**config.mk**
```make
export PLATFORM = sky130hd
export DESIGN_NAME = npu_top
export DESIGN_NICKNAME = d
export VERILOG_FILES = /design/src/logic/npu_pkg.sv /design/src/logic/npu_top.sv /design/src/logic/npu_seq_fsm.sv /design/src/logic/npu_reg_bank.sv /design/src/logic/npu_activation.sv /design/src/logic/npu_mac_unit.sv /design/src/logic/npu_index_counter.sv /design/src/logic/npu_buffer.sv
export VERILOG_INCLUDE_DIRS = /design/src /design/src/logic
export SDC_FILE = /design/constraint.sdc
export NUM_CORES = 2
export LEC_CHECK = 0
export CORE_MARGIN = 3
export CORE_UTILIZATION = 34
export DETAILED_ROUTE_END_ITERATION = 6
export DONT_BUFFER_PORTS = 1
export PLACE_DENSITY_LB_ADDON = 0.25
export SLEW_MARGIN = 40
export SYNTH_ARGS = -nofsm -noshare
export SYNTH_HDL_FRONTEND = slang
export SYNTH_SLANG_ARGS = --single-unit
```
**constraint.sdc**
```tcl
create_clock -name aclk -period 12.99 [get_ports aclk]
set_clock_uncertainty 0.05 [all_clocks]
set_input_delay 0 -clock aclk [delete_from_list [all_inputs] [get_ports aclk]]
set_output_delay 0 -clock aclk [all_outputs]
set_load 0.1 [all_outputs]
```
**src/logic/npu_settings.svh**
```systemverilog
// npu settings
// matrix dimension, datapath widths and the host register map
`ifndef NPU_SETTINGS_SVH
`define NPU_SETTINGS_SVH

// datapath
`define NPU_DIM             8
`define NPU_DATA_W          16
`define NPU_ACC_W           32
`define NPU_FRAC_BITS       8

// register map, one 16-bit word per address
`define NPU_REG_ADDR_W      8
`define NPU_ADDR_CTRL       8'h00
`define NPU_ADDR_STATUS     8'h01
`define NPU_BASE_INPUT      8'h10
`define NPU_BASE_OUTPUT     8'h20
// weights are row-major, 64 words
`define NPU_BASE_WEIGHT     8'h40

`endif
```
**src/logic/npu_pkg.sv**
```systemverilog
// npu package
// accumulator word with its two views, activation and run-state encodings
`include "npu_settings.svh"

package npu_pkg;

    // Q16.16 accumulator split into overflow byte, Q8.8 result and dropped fraction
    typedef struct packed {
        logic [`NPU_ACC_W-`NPU_DATA_W-`NPU_FRAC_BITS-1:0] sat_hi;
        logic [`NPU_DATA_W-1:0]                          q8_8;
        logic [`NPU_FRAC_BITS-1:0]                       frac_lo;
    } acc_fields_t;

    typedef union packed {
        logic [`NPU_ACC_W-1:0] raw;
        acc_fields_t           f;
    } acc_word_t;

    // control register bits 2:1
    typedef enum logic [1:0] {
        act_identity = 2'd0,
        act_relu     = 2'd1,
        act_step     = 2'd2,
        act_spare    = 2'd3
    } act_type_t;

    typedef enum logic [1:0] {
        seq_idle  = 2'd0,
        seq_mac   = 2'd1,
        seq_drain = 2'd2
    } seq_state_t;

endpackage

```
**src/logic/npu_top.sv**
```systemverilog
// npu top level
// 8x8 matrix-vector product with activation, loaded and read over a
// simple strobe register bus
`timescale 1ns/10ps
`include "npu_settings.svh"

module npu_top (
    input  logic                       aclk,
    input  logic                       rst_n,
    input  logic                       reg_wr,
    input  logic                       reg_rd,
    input  logic [`NPU_REG_ADDR_W-1:0] reg_addr,
    input  logic [`NPU_DATA_W-1:0]     reg_wdata,
    output logic [`NPU_DATA_W-1:0]     reg_rdata,
    output logic                       reg_rvalid,
    output logic                       interrupt
);
    import npu_pkg::*;

    localparam int idx_w = $clog2(`NPU_DIM);

    // ============================================================
    // host side
    // ============================================================
    logic                   start;
    logic                   run_done;
    logic                   busy;
    act_type_t              act_sel;
    logic                   in_wr_en;
    logic [idx_w-1:0]       in_wr_addr;
    logic                   wt_wr_en;
    logic [2*idx_w-1:0]     wt_wr_addr;
    logic [`NPU_DATA_W-1:0] wr_data;
    logic [idx_w-1:0]       out_rd_addr;
    logic [`NPU_DATA_W-1:0] out_rd_data;

    // ============================================================
    // run datapath
    // ============================================================
    logic                   cnt_en;
    logic                   cnt_clr;
    logic [2*idx_w-1:0]     k;
    logic [idx_w-1:0]       row;
    logic [idx_w-1:0]       col;
    logic                   row_first;
    logic                   row_last;
    logic                   last;
    logic                   acc_first;
    logic                   out_wr_en;
    logic [idx_w-1:0]       out_wr_addr;
    logic [`NPU_DATA_W-1:0] in_rd_data;
    logic [`NPU_DATA_W-1:0] wt_rd_data;
    acc_word_t              acc;
    logic [`NPU_DATA_W-1:0] act_result;

    npu_reg_bank i_reg_bank (
        .aclk        (aclk),
        .rst_n       (rst_n),
        .reg_wr      (reg_wr),
        .reg_rd      (reg_rd),
        .reg_addr    (reg_addr),
        .reg_wdata   (reg_wdata),
        .reg_rdata   (reg_rdata),
        .reg_rvalid  (reg_rvalid),
        .start       (start),
        .act_sel     (act_sel),
        .run_done    (run_done),
        .busy        (busy),
        .interrupt   (interrupt),
        .in_wr_en    (in_wr_en),
        .in_wr_addr  (in_wr_addr),
        .wt_wr_en    (wt_wr_en),
        .wt_wr_addr  (wt_wr_addr),
        .wr_data     (wr_data),
        .out_rd_addr (out_rd_addr),
        .out_rd_data (out_rd_data)
    );

    npu_seq_fsm i_seq_fsm (
        .aclk        (aclk),
        .rst_n       (rst_n),
        .start       (start),
        .row_first   (row_first),
        .row_last    (row_last),
        .last        (last),
        .row         (row),
        .cnt_en      (cnt_en),
        .cnt_clr     (cnt_clr),
        .acc_first   (acc_first),
        .out_wr_en   (out_wr_en),
        .out_wr_addr (out_wr_addr),
        .busy        (busy),
        .run_done    (run_done)
    );

    npu_index_counter i_index_counter (
        .aclk      (aclk),
        .rst_n     (rst_n),
        .en        (cnt_en),
        .clr       (cnt_clr),
        .k         (k),
        .row       (row),
        .col       (col),
        .row_first (row_first),
        .row_last  (row_last),
        .last      (last)
    );

    // input vector, addressed by column
    npu_buffer #(.depth(`NPU_DIM)) i_input_buffer (
        .aclk    (aclk),
        .wr_en   (in_wr_en),
        .wr_addr (in_wr_addr),
        .wr_data (wr_data),
        .rd_addr (col),
        .rd_data (in_rd_data)
    );

    // weights, addressed by the linear index
    npu_buffer #(.depth(`NPU_DIM * `NPU_DIM)) i_weight_buffer (
        .aclk    (aclk),
        .wr_en   (wt_wr_en),
        .wr_addr (wt_wr_addr),
        .wr_data (wr_data),
        .rd_addr (k),
        .rd_data (wt_rd_data)
    );

    npu_buffer #(.depth(`NPU_DIM)) i_output_buffer (
        .aclk    (aclk),
        .wr_en   (out_wr_en),
        .wr_addr (out_wr_addr),
        .wr_data (act_result),
        .rd_addr (out_rd_addr),
        .rd_data (out_rd_data)
    );

    npu_mac_unit i_mac_unit (
        .aclk      (aclk),
        .rst_n     (rst_n),
        .acc_first (acc_first),
        .a         (wt_rd_data),
        .b         (in_rd_data),
        .acc       (acc)
    );

    npu_activation i_activation (
        .act_sel (act_sel),
        .acc     (acc),
        .result  (act_result)
    );

endmodule

```
**src/logic/npu_seq_fsm.sv**
```systemverilog
// run sequencer
// steps the index counter through all 64 products, lines up row flags
// with the buffer and MAC latency and pulses run_done after the drain
`timescale 1ns/10ps

module npu_seq_fsm (
    input  logic       aclk,
    input  logic       rst_n,
    input  logic       start,
    input  logic       row_first,
    input  logic       row_last,
    input  logic       last,
    input  logic [2:0] row,
    output logic       cnt_en,
    output logic       cnt_clr,
    output logic       acc_first,
    output logic       out_wr_en,
    output logic [2:0] out_wr_addr,
    output logic       busy,
    output logic       run_done
);
    import npu_pkg::*;

    seq_state_t state;
    logic       drain_cnt;
    logic       wr_d1;
    logic [2:0] row_d1;

    // ============================================================
    // state register
    // ============================================================
    always_ff @(posedge aclk) begin
        if (!rst_n) begin
            state     <= seq_idle;
            drain_cnt <= 1'b0;
        end else begin
            case (state)
                seq_idle: begin
                    drain_cnt <= 1'b0;
                    if (start) begin
                        state <= seq_mac;
                    end
                end
                seq_mac: begin
                    if (last) begin
                        state <= seq_drain;
                    end
                end
                seq_drain: begin
                    // two cycles for the buffer read and the MAC register
                    drain_cnt <= ~drain_cnt;
                    if (drain_cnt) begin
                        state <= seq_idle;
                    end
                end
                default: state <= seq_idle;
            endcase
        end
    end

    assign cnt_en   = (state == seq_mac);
    assign cnt_clr  = (state == seq_idle);
    assign busy     = (state != seq_idle);
    assign run_done = (state == seq_drain) && drain_cnt;

    // ============================================================
    // flag alignment
    // ============================================================
    // row start meets its operands one cycle later, row end meets
    // the finished accumulator two cycles later
    always_ff @(posedge aclk) begin
        if (!rst_n) begin
            acc_first <= 1'b0;
            wr_d1     <= 1'b0;
            out_wr_en <= 1'b0;
        end else begin
            acc_first <= row_first && cnt_en;
            wr_d1     <= row_last && cnt_en;
            out_wr_en <= wr_d1;
        end
    end

    always_ff @(posedge aclk) begin
        row_d1      <= row;
        out_wr_addr <= row_d1;
    end

endmodule

```
**src/logic/npu_reg_bank.sv**
```systemverilog
// register bank
// decodes host accesses, routes buffer writes, holds the activation
// select and the done flag, returns read data one cycle after the strobe
`timescale 1ns/10ps
`include "npu_settings.svh"

module npu_reg_bank (
    input  logic                           aclk,
    input  logic                           rst_n,
    input  logic                           reg_wr,
    input  logic                           reg_rd,
    input  logic [`NPU_REG_ADDR_W-1:0]     reg_addr,
    input  logic [`NPU_DATA_W-1:0]         reg_wdata,
    output logic [`NPU_DATA_W-1:0]         reg_rdata,
    output logic                           reg_rvalid,
    output logic                           start,
    output npu_pkg::act_type_t             act_sel,
    input  logic                           run_done,
    input  logic                           busy,
    output logic                           interrupt,
    output logic                           in_wr_en,
    output logic [$clog2(`NPU_DIM)-1:0]    in_wr_addr,
    output logic                           wt_wr_en,
    output logic [2*$clog2(`NPU_DIM)-1:0]  wt_wr_addr,
    output logic [`NPU_DATA_W-1:0]         wr_data,
    output logic [$clog2(`NPU_DIM)-1:0]    out_rd_addr,
    input  logic [`NPU_DATA_W-1:0]         out_rd_data
);
    import npu_pkg::*;

    localparam int idx_w  = $clog2(`NPU_DIM);
    localparam int addr_w = `NPU_REG_ADDR_W;
    localparam logic [addr_w-1:0] input_base  = `NPU_BASE_INPUT;
    localparam logic [addr_w-1:0] output_base = `NPU_BASE_OUTPUT;
    localparam logic [addr_w-1:0] weight_base = `NPU_BASE_WEIGHT;

    logic                   ctrl_wr;
    logic                   input_hit;
    logic                   output_hit;
    logic                   weight_hit;
    logic                   done;
    logic                   rd_out_q;
    logic [`NPU_DATA_W-1:0] status;
    logic [`NPU_DATA_W-1:0] stat_q;

    // ============================================================
    // address decode
    // ============================================================
    assign input_hit  = reg_addr[addr_w-1:idx_w] == input_base[addr_w-1:idx_w];
    assign output_hit = reg_addr[addr_w-1:idx_w] == output_base[addr_w-1:idx_w];
    assign weight_hit = reg_addr[addr_w-1:2*idx_w] == weight_base[addr_w-1:2*idx_w];
    assign ctrl_wr    = reg_wr && (reg_addr == `NPU_ADDR_CTRL);

    // buffer writes go straight through, index from the low address bits
    assign in_wr_en    = reg_wr && input_hit;
    assign in_wr_addr  = reg_addr[idx_w-1:0];
    assign wt_wr_en    = reg_wr && weight_hit;
    assign wt_wr_addr  = reg_addr[2*idx_w-1:0];
    assign wr_data     = reg_wdata;
    assign out_rd_addr = reg_addr[idx_w-1:0];

    // bit 0 of the control word launches a run
    assign start = ctrl_wr && reg_wdata[0];

    // ============================================================
    // control and done flag
    // ============================================================
    always_ff @(posedge aclk) begin
        if (!rst_n) begin
            act_sel <= act_identity;
            done    <= 1'b0;
        end else begin
            // activation is frozen for the length of a run
            if (ctrl_wr && !busy) begin
                act_sel <= act_type_t'(reg_wdata[2:1]);
            end
            if (run_done) begin
                done <= 1'b1;
            end else if (start && !busy) begin
                done <= 1'b0;
            end
        end
    end

    assign interrupt = done;
    assign status    = {{(`NPU_DATA_W-2){1'b0}}, done, busy};

    // ============================================================
    // read path
    // ============================================================
    always_ff @(posedge aclk) begin
        if (!rst_n) begin
            reg_rvalid <= 1'b0;
            rd_out_q   <= 1'b0;
        end else begin
            reg_rvalid <= reg_rd;
            rd_out_q   <= reg_rd && output_hit;
        end
    end

    // status snapshot, zero for unmapped addresses
    always_ff @(posedge aclk) begin
        if (reg_rd) begin
            stat_q <= (reg_addr == `NPU_ADDR_STATUS) ? status : '0;
        end
    end

    // output buffer data is already registered by the memory
    assign reg_rdata = rd_out_q ? out_rd_data : stat_q;

endmodule

```
**src/logic/npu_activation.sv**
```systemverilog
// activation stage
// identity, relu or step on the Q16.16 accumulator, then reduction
// to Q8.8 with saturation
`timescale 1ns/10ps
`include "npu_settings.svh"

module npu_activation (
    input  npu_pkg::act_type_t     act_sel,
    input  npu_pkg::acc_word_t     acc,
    output logic [`NPU_DATA_W-1:0] result
);
    import npu_pkg::*;

    // 1.0 in Q16.16
    localparam logic [`NPU_ACC_W-1:0] acc_one = 1 << (2 * `NPU_FRAC_BITS);
    localparam logic [`NPU_DATA_W-1:0] sat_max = {1'b0, {(`NPU_DATA_W-1){1'b1}}};
    localparam logic [`NPU_DATA_W-1:0] sat_min = {1'b1, {(`NPU_DATA_W-1){1'b0}}};

    acc_word_t shaped;
    logic      overflow;

    always_comb begin
        shaped = acc;
        case (act_sel)
            act_relu: begin
                if (acc.raw[`NPU_ACC_W-1]) begin
                    shaped.raw = '0;
                end
            end
            act_step: begin
                shaped.raw = (!acc.raw[`NPU_ACC_W-1] && acc.raw != '0) ? acc_one : '0;
            end
            // spare code falls through as identity
            default: shaped = acc;
        endcase
    end

    // overflow byte must be the sign extension of the Q8.8 field
    assign overflow = shaped.f.sat_hi != {$bits(shaped.f.sat_hi){shaped.f.q8_8[`NPU_DATA_W-1]}};

    assign result = !overflow ? shaped.f.q8_8 :
                    shaped.raw[`NPU_ACC_W-1] ? sat_min : sat_max;

endmodule

```
**src/logic/npu_mac_unit.sv**
```systemverilog
// multiply-accumulate unit
// signed Q8.8 x Q8.8 into a wrapping Q16.16 accumulator,
// reloaded at the first element of each row
`timescale 1ns/10ps
`include "npu_settings.svh"

module npu_mac_unit (
    input  logic                   aclk,
    input  logic                   rst_n,
    input  logic                   acc_first,
    input  logic [`NPU_DATA_W-1:0] a,
    input  logic [`NPU_DATA_W-1:0] b,
    output npu_pkg::acc_word_t     acc
);
    logic signed [`NPU_ACC_W-1:0] product;

    // both operands sign-extend to the full accumulator width
    assign product = $signed(a) * $signed(b);

    always_ff @(posedge aclk) begin
        if (!rst_n) begin
            acc.raw <= '0;
        end else if (acc_first) begin
            acc.raw <= product;
        end else begin
            // wraps on overflow, saturation happens downstream
            acc.raw <= acc.raw + product;
        end
    end

endmodule

```
**src/logic/npu_index_counter.sv**
```systemverilog
// index counter
// linear element index k with row and column as its upper and lower fields
`timescale 1ns/10ps
`include "npu_settings.svh"

module npu_index_counter (
    input  logic                          aclk,
    input  logic                          rst_n,
    input  logic                          en,
    input  logic                          clr,
    output logic [2*$clog2(`NPU_DIM)-1:0] k,
    output logic [$clog2(`NPU_DIM)-1:0]   row,
    output logic [$clog2(`NPU_DIM)-1:0]   col,
    output logic                          row_first,
    output logic                          row_last,
    output logic                          last
);
    localparam int idx_w = $clog2(`NPU_DIM);

    always_ff @(posedge aclk) begin
        if (!rst_n || clr) begin
            k <= '0;
        end else if (en) begin
            k <= k + 1'b1;
        end
    end

    assign row = k[2*idx_w-1:idx_w];
    assign col = k[idx_w-1:0];

    // end flags straight from the count
    assign row_first = (col == '0);
    assign row_last  = (col == idx_w'(`NPU_DIM - 1));
    assign last      = (k == (2*idx_w)'(`NPU_DIM * `NPU_DIM - 1));

endmodule

```
**src/logic/npu_buffer.sv**
```systemverilog
// buffer memory
// single write port, registered read port, contents not reset
`timescale 1ns/10ps
`include "npu_settings.svh"

module npu_buffer #(
    parameter int depth = 8
) (
    input  logic                     aclk,
    input  logic                     wr_en,
    input  logic [$clog2(depth)-1:0] wr_addr,
    input  logic [`NPU_DATA_W-1:0]   wr_data,
    input  logic [$clog2(depth)-1:0] rd_addr,
    output logic [`NPU_DATA_W-1:0]   rd_data
);
    logic [`NPU_DATA_W-1:0] mem [depth];

    always_ff @(posedge aclk) begin
        if (wr_en) begin
            mem[wr_addr] <= wr_data;
        end
        // read returns the old word on a same-address write
        rd_data <= mem[rd_addr];
    end

endmodule

```
# After elaboration in Yosys (flattened, before gate mapping)

Memory sizes are Yosys's and may differ from the RTL's. A register that Yosys moved wholly into a read port is not among the register bits.
Cells that the tools add are included.

$add $sub $neg: 2
$mul: 1
Divide/modulo/power cells: 0
$lt $le $gt $ge: 0
Eq/ne operators: 14
Shift-type cells: 0
Multiplexer cells: 20
Bitwise logic cells: 1
Reduce and logical (&&, ||, !) cells: 23

Operators with widths:

| operator                                             | number |
|---|---|
| case mux 32 bit (2 select lines)                     | 1 |
| 2-to-1 mux 16 bit                                    | 3 |
| adder 32 bit                                         | 1 |
| multiplier 16 x 16 -> 32 bit                         | 1 |
| 2-to-1 mux 32 bit                                    | 1 |
| nonzero test 32 bit                                  | 1 |
| 2-to-1 mux 31 bit                                    | 1 |
| 2-to-1 mux 17 bit                                    | 1 |
| logical AND 1 bit                                    | 11 |
| equality test 8 x 1 -> 1 bit (second input constant) | 1 |
| zero test 8 bit                                      | 1 |
| 2-to-1 mux 1 bit                                     | 8 |
| != test 8 bit                                        | 1 |
| adder 6 x 1 -> 6 bit (second input constant)         | 1 |
| equality test 2 x 1 -> 1 bit (second input constant) | 3 |
| equality test 6 bit (second input constant)          | 1 |
| 2-to-1 mux 2 bit                                     | 3 |
| case mux 2 bit (3 select lines)                      | 1 |
| nonzero test 2 bit                                   | 3 |
| equality test 5 x 2 -> 1 bit (second input constant) | 1 |
| equality test 5 x 3 -> 1 bit (second input constant) | 1 |
| equality test 2 bit (second input constant)          | 2 |
| != test 2 x 1 -> 1 bit (second input constant)       | 2 |
| equality test 3 bit (second input constant)          | 1 |
| other kinds (8)                                      | 10 |

Register bits: 71
Latch bits: 0
Memory bits (writable): 1280
Memory bits (read-only): 0
Input port bits: 28
Output and inout bits: 18
Memories: 3

Memory list:

| memory              | words | width | rd ports | clocked after memory_dff | write ports | RTL line         | text |
|---|---|---|---|---|---|---|---|
| i_weight_buffer.mem | 64    | 16    | 1        | 1                        | 1           | npu_buffer.sv:16 | `` logic [`NPU_DATA_W-1:0] mem [depth]; `` |
| i_input_buffer.mem  | 8     | 16    | 1        | 1                        | 1           | npu_buffer.sv:16 |  |
| i_output_buffer.mem | 8     | 16    | 1        | 1                        | 1           | npu_buffer.sv:16 |  |

# Longest topological paths before layout

Depth after elaboration: 6
Depth in mapped cells: 33

# Cells and area by module

A second synthesis with hierarchy kept.

Cell total of the unflattened synthesis: 3895
Area total of the unflattened synthesis: 65099.9 sq um

Modules (own cells, without submodules):

| module                          | times used | cells an instance | area an instance (sq um) | seq. area each (sq um) |
|---|---|---|---|---|
| npu_buffer (i_weight_buffer)    | 1          | 1829              | 40042.2                  | 31069.8 |
| npu_mac_unit                    | 1          | 1450              | 12786.0                  | 640.6 |
| npu_buffer (i_input_buffer ...) | 2          | 214               | 5293.8                   | 4164.0 |
| npu_reg_bank                    | 1          | 78                | 663.1                    | 160.2 |
| npu_index_counter               | 1          | 38                | 342.8                    | 120.1 |
| npu_seq_fsm                     | 1          | 26                | 342.8                    | 240.2 |
| npu_activation                  | 1          | 46                | 335.3                    | 0.0 |

# Worst setup path before layout

No wires, ideal clock.

Kind: register -> register
Start point: register i_weight_buffer.rd_data[12] (read register of i_weight_buffer.mem)
End point: register i_mac_unit.acc[31] (netlist name)
Library setup time: 0.115 ns
Arrival time: 7.449 ns
Setup slack: 5.375 ns
Stages on the path, launching flop included: 30
Path buffers: 1
Clock period less this slack: 7.615 ns
Path through: dfxtp_1 > clkbuf_1 > nand2_1 > fa_1 > fa_1 > fa_1 > inv_1 > fa_1 > fa_1 > inv_1 > fa_1 > inv_1 > ha_1 > nand2_1 > nor2_1 > a211o_1 > or2_1 > a21o_2 > a21oi_1 > xnor2_1 > ha_1 > a21oi_1 > o21ai_0 > a2111oi_0 > o221ai_1 > nand3_1 > nor3b_1 > xor2_1 > or4_1 > and3_1

Word-level cells in the longest chain between the ends: 3

RTL lines:

| element                        | RTL line           | text |
|---|---|---|
| start, declared                | npu_buffer.sv:14   | `` output logic [`NPU_DATA_W-1:0] rd_data `` |
| multiplier 16 x 16 -> 32 bit * | npu_mac_unit.sv:18 | `assign product = $signed(a) * $signed(b);` |
| adder 32 bit                   | npu_mac_unit.sv:27 | `acc.raw <= acc.raw + product;` |
| 2-to-1 mux 32 bit *            | npu_mac_unit.sv:23 | `end else if (acc_first) begin` |
| end, declared                  | npu_mac_unit.sv:13 | `output npu_pkg::acc_word_t acc` |

Mark *: on every way between the ends. The rest lies on a longest branch, timed or not.
A chain may end at the register's enable or synchronous reset.

# Final worst setup path

Start point: register i_input_buffer.rd_data[8] (read register of i_input_buffer.mem)
End point: register i_mac_unit.acc[31] (netlist name)

Word-level cells in the longest chain between the ends: 3

RTL lines:

| element                        | RTL line |
|---|---|
| start, declared                | npu_buffer.sv:14 |
| multiplier 16 x 16 -> 32 bit * | npu_mac_unit.sv:18 |
| adder 32 bit                   | npu_mac_unit.sv:27 |
| 2-to-1 mux 32 bit *            | npu_mac_unit.sv:23 |

Marks and branches as above.

==> results.toml <==
[outcome]
status = "finished, final reports clean"

[yosys]
yosysTopAreaCellShare = 0.606
syn_avg_cell_area_um2 = 17.8
async_flop_share = 0
syn_nets = 3983
synth_edf_count = 1282
yosysSeqAreaShare = 0.639
synth.distinct_cells = 66
ys.flop_type = "edfxtp_1"
yosysTopAreaCell = "edfxtp_1"
netlist_top_cells_area = "edfxtp_1, mux4_2, fa_1"
ys_seq_elements = 1385
synth_area_mm2 = 0.0635
syn-instance-count = 3572
yosys_warnings = 0

[finish]
final_common_cell = "edfxtp_1"
nets = 4130
area_delta_synth_final_pct = 14.1
fin_area_mm2 = 0.0725
layout_common_cells = "edfxtp_1, mux4_2, inv_1"
layout-drive-gt1-share = 0.216

[place]
post_dp_cell_area_mm2 = 0.0669
dp.final_hpwl_um = 95800
io_buffers = 0
gp_congestion = 0.819

[routing]
vias = 32200
detail-route-antenna-nets = 0
first_pass_iters = 6
drtIter0Drc = 2655
wl_per_cell_um = 25.2
drc = 0
wl_um = 159000
routed_via_density = 5.11

[global_routing]
track_usage = 0.166
grt_max_degree = 127
grt_pass1_wl_um = 233000
antenna_found_initial = 18
grt_pass1_vias = 33200
overflow = 0

[timing]
maxSlewViolCount = 0
slew_headroom = 0.387
tightest_slew_ns = 0.917
hold_slack_ns = 0.0871
setup_viol = 0
fmax_mhz = 116
hold_viol = 0
rsz0062_at_grt = "false"
period_share = 0.663
fin_tns_setup_ns = 0
finalCriticalPeriod_ns = 8.61

[power]
ir_drop_mv = 0.106
p_per_area_mw_per_mm2 = 139
power.leakage_uw = 0.0242

[floorplan]
die_h_um = 438
core.rowCount = 157
die_area_mm2 = 0.192
pin_count = 46
initial_core_util = 0.344
core_mm2 = 0.184
chipWidth_um = 438

[clocking]
cts_resized = 0
root_buffer = "clkbuf_16"
cts_setup_buffers = 0
clk_pin_slew_ns = 0.06
cts_hold_buffers = 63
worstSkewPairLatency_ns = 0.78
numCtsBuffers = 145
cts_sinks = 1385
clk_path_buf_depth = 3
cts_max_level = 4
cts_tree = "yes"

[worst_setup_path]
crit_buf_inv = 5
start_kind = "flip-flop"
path_common_cell = "fa_1"
critPathMaxFanout = 16
critPathArrivalTime_ns = 9.16
endpoint_kind = "flip-flop"
path_class = "reg2reg"
max_stage_delay_ns = 0.83
crit_slowest_cell = "dfxtp_1"
worstPathRequired_ns = 13.53
crit_family = "adder cells"

[job]
drv_cap = 0

[hold_path]
worstHoldPathType = "in2reg"
## path summary, 6_finish.rpt
| kind | startpoint | end | slack, ns | cells past startpoint |
|---|---|---|---|---|
| min | reg_addr[2] | i_input_buffer.mem[0][11]$_DFFE_PP_ | 0.09 | 2 |
| max | i_input_buffer.rd_data[8]$_DFF_P_ | i_mac_unit.acc[31]$_SDFF_PN0_ | 4.38 | 30 |
| max reg2reg | i_input_buffer.rd_data[8]$_DFF_P_ | i_mac_unit.acc[31]$_SDFF_PN0_ | 4.38 | 30 |
| min reg2reg | i_seq_fsm.row_d1[2]$_DFF_P_ | i_seq_fsm.out_wr_addr[2]$_DFF_P_ | 0.28 | 0 |
## power by group
part	leakage, uW	total [uW]	internal [uW]	switching (uW)
clock	0.00215	3960	2170	1790
combinational	0.00968	1050	405	643
sequential	0.0124	5050	5000	47.1
total	0.0242	10100	7580	2480
## synth_stat cells, types with 4 or more instances
master,n
o21ai_0,29
or3b_2,4
xor2_1,16
nor2_1,175
xnor2_1,43
o21ai_1,4
buf_2,31
mux2_2,34
edfxtp_1,1282
clkbuf_1,103
a22o_1,4
a21o_1,30
nor3_1,26
fa_1,263
o211ai_1,10
nand3b_1,5
o21bai_1,4
and2_1,142
a211oi_1,12
buf_1,23
nand3_1,14
mux4_2,400
nand2b_1,16
or3_1,15
mux2i_1,7
dfxtp_1,103
o21a_1,8
nand4_1,12
inv_1,317
nor3b_1,6
a21oi_1,69
and3_1,5
nor4_1,10
nand2_1,175
a31oi_1,5
ha_1,120
o31ai_1,4
o22ai_1,4
## cells by family (layout without fill, tap and decap cells)
group	after synthesis	count (layout)	share of synthesized area
compound gates	208	208	0.0216
fa+ha+maj	383	383	0.107
other cells	0	5	0
xor+xnor	59	59	0.00814
simple gates	622	622	0.0474
buf+inv	474	727	0.0286
flops	1385	1385	0.639
mux	441	441	0.149
## layer usage
layer / vias to the layer above / GRT usage / share of wire
met3: 212 / 0.0249 / 0.046
li1: 13800 / - / -
met5: - / 0 / 0.000082
met1: 17400 / 0.227 / 0.43
met2: 797 / 0.279 / 0.50
met4: 2 / 0.0393 / 0.021
## sequential cells by signal (all words and copies together), names as in the netlist
register,cells
i_weight_buffer.mem,1024
i_input_buffer.mem,128
i_output_buffer.mem,128
i_mac_unit.acc,32
i_input_buffer.rd_data,16
i_output_buffer.rd_data,16
i_weight_buffer.rd_data,16
i_index_counter.k,6
i_seq_fsm.out_wr_addr,3
i_seq_fsm.row_d1,3
i_reg_bank.act_sel,2
i_reg_bank.stat_q,2
i_seq_fsm.state,2
i_reg_bank.interrupt,1
i_reg_bank.rd_out_q,1
i_reg_bank.reg_rvalid,1
i_seq_fsm.acc_first,1
i_seq_fsm.drain_cnt,1
i_seq_fsm.out_wr_en,1
i_seq_fsm.wr_d1,1
## layout make-up
type,count,area [um^2]
Timing Repair Buffer,157,1750
Multi-Input combinational cell,1713,21400
Fill cell,16800,112000
Antenna cell,5,12.5
Inverter,317,1190
Clock inverter,66,701
Sequential cell,1385,40600
Clock buffer,187,3790
Tap cell,2464,3080
## stage by stage
| step | util | setup slack, ns | total power, uW | cells |
|---|---|---|---|---|
| 3_5_place_dp | 0.363 | 4.39 | 6090 | 5971 |
| 2_1_floorplan | - | 5.38 | 5860 | 3572 |
| 4_1_cts | 0.392 | 4.33 | 10200 | 6287 |
| 5_1_grt | 0.393 | 3.75 | 10500 | 6292 |
| 6_report | 0.393 | 4.38 | 10100 | 6294 |
| 3_3_place_gp | 0.362 | 4.65 | 6080 | 5969 |
No activity file was read; power rests on OpenSTA's default activity.
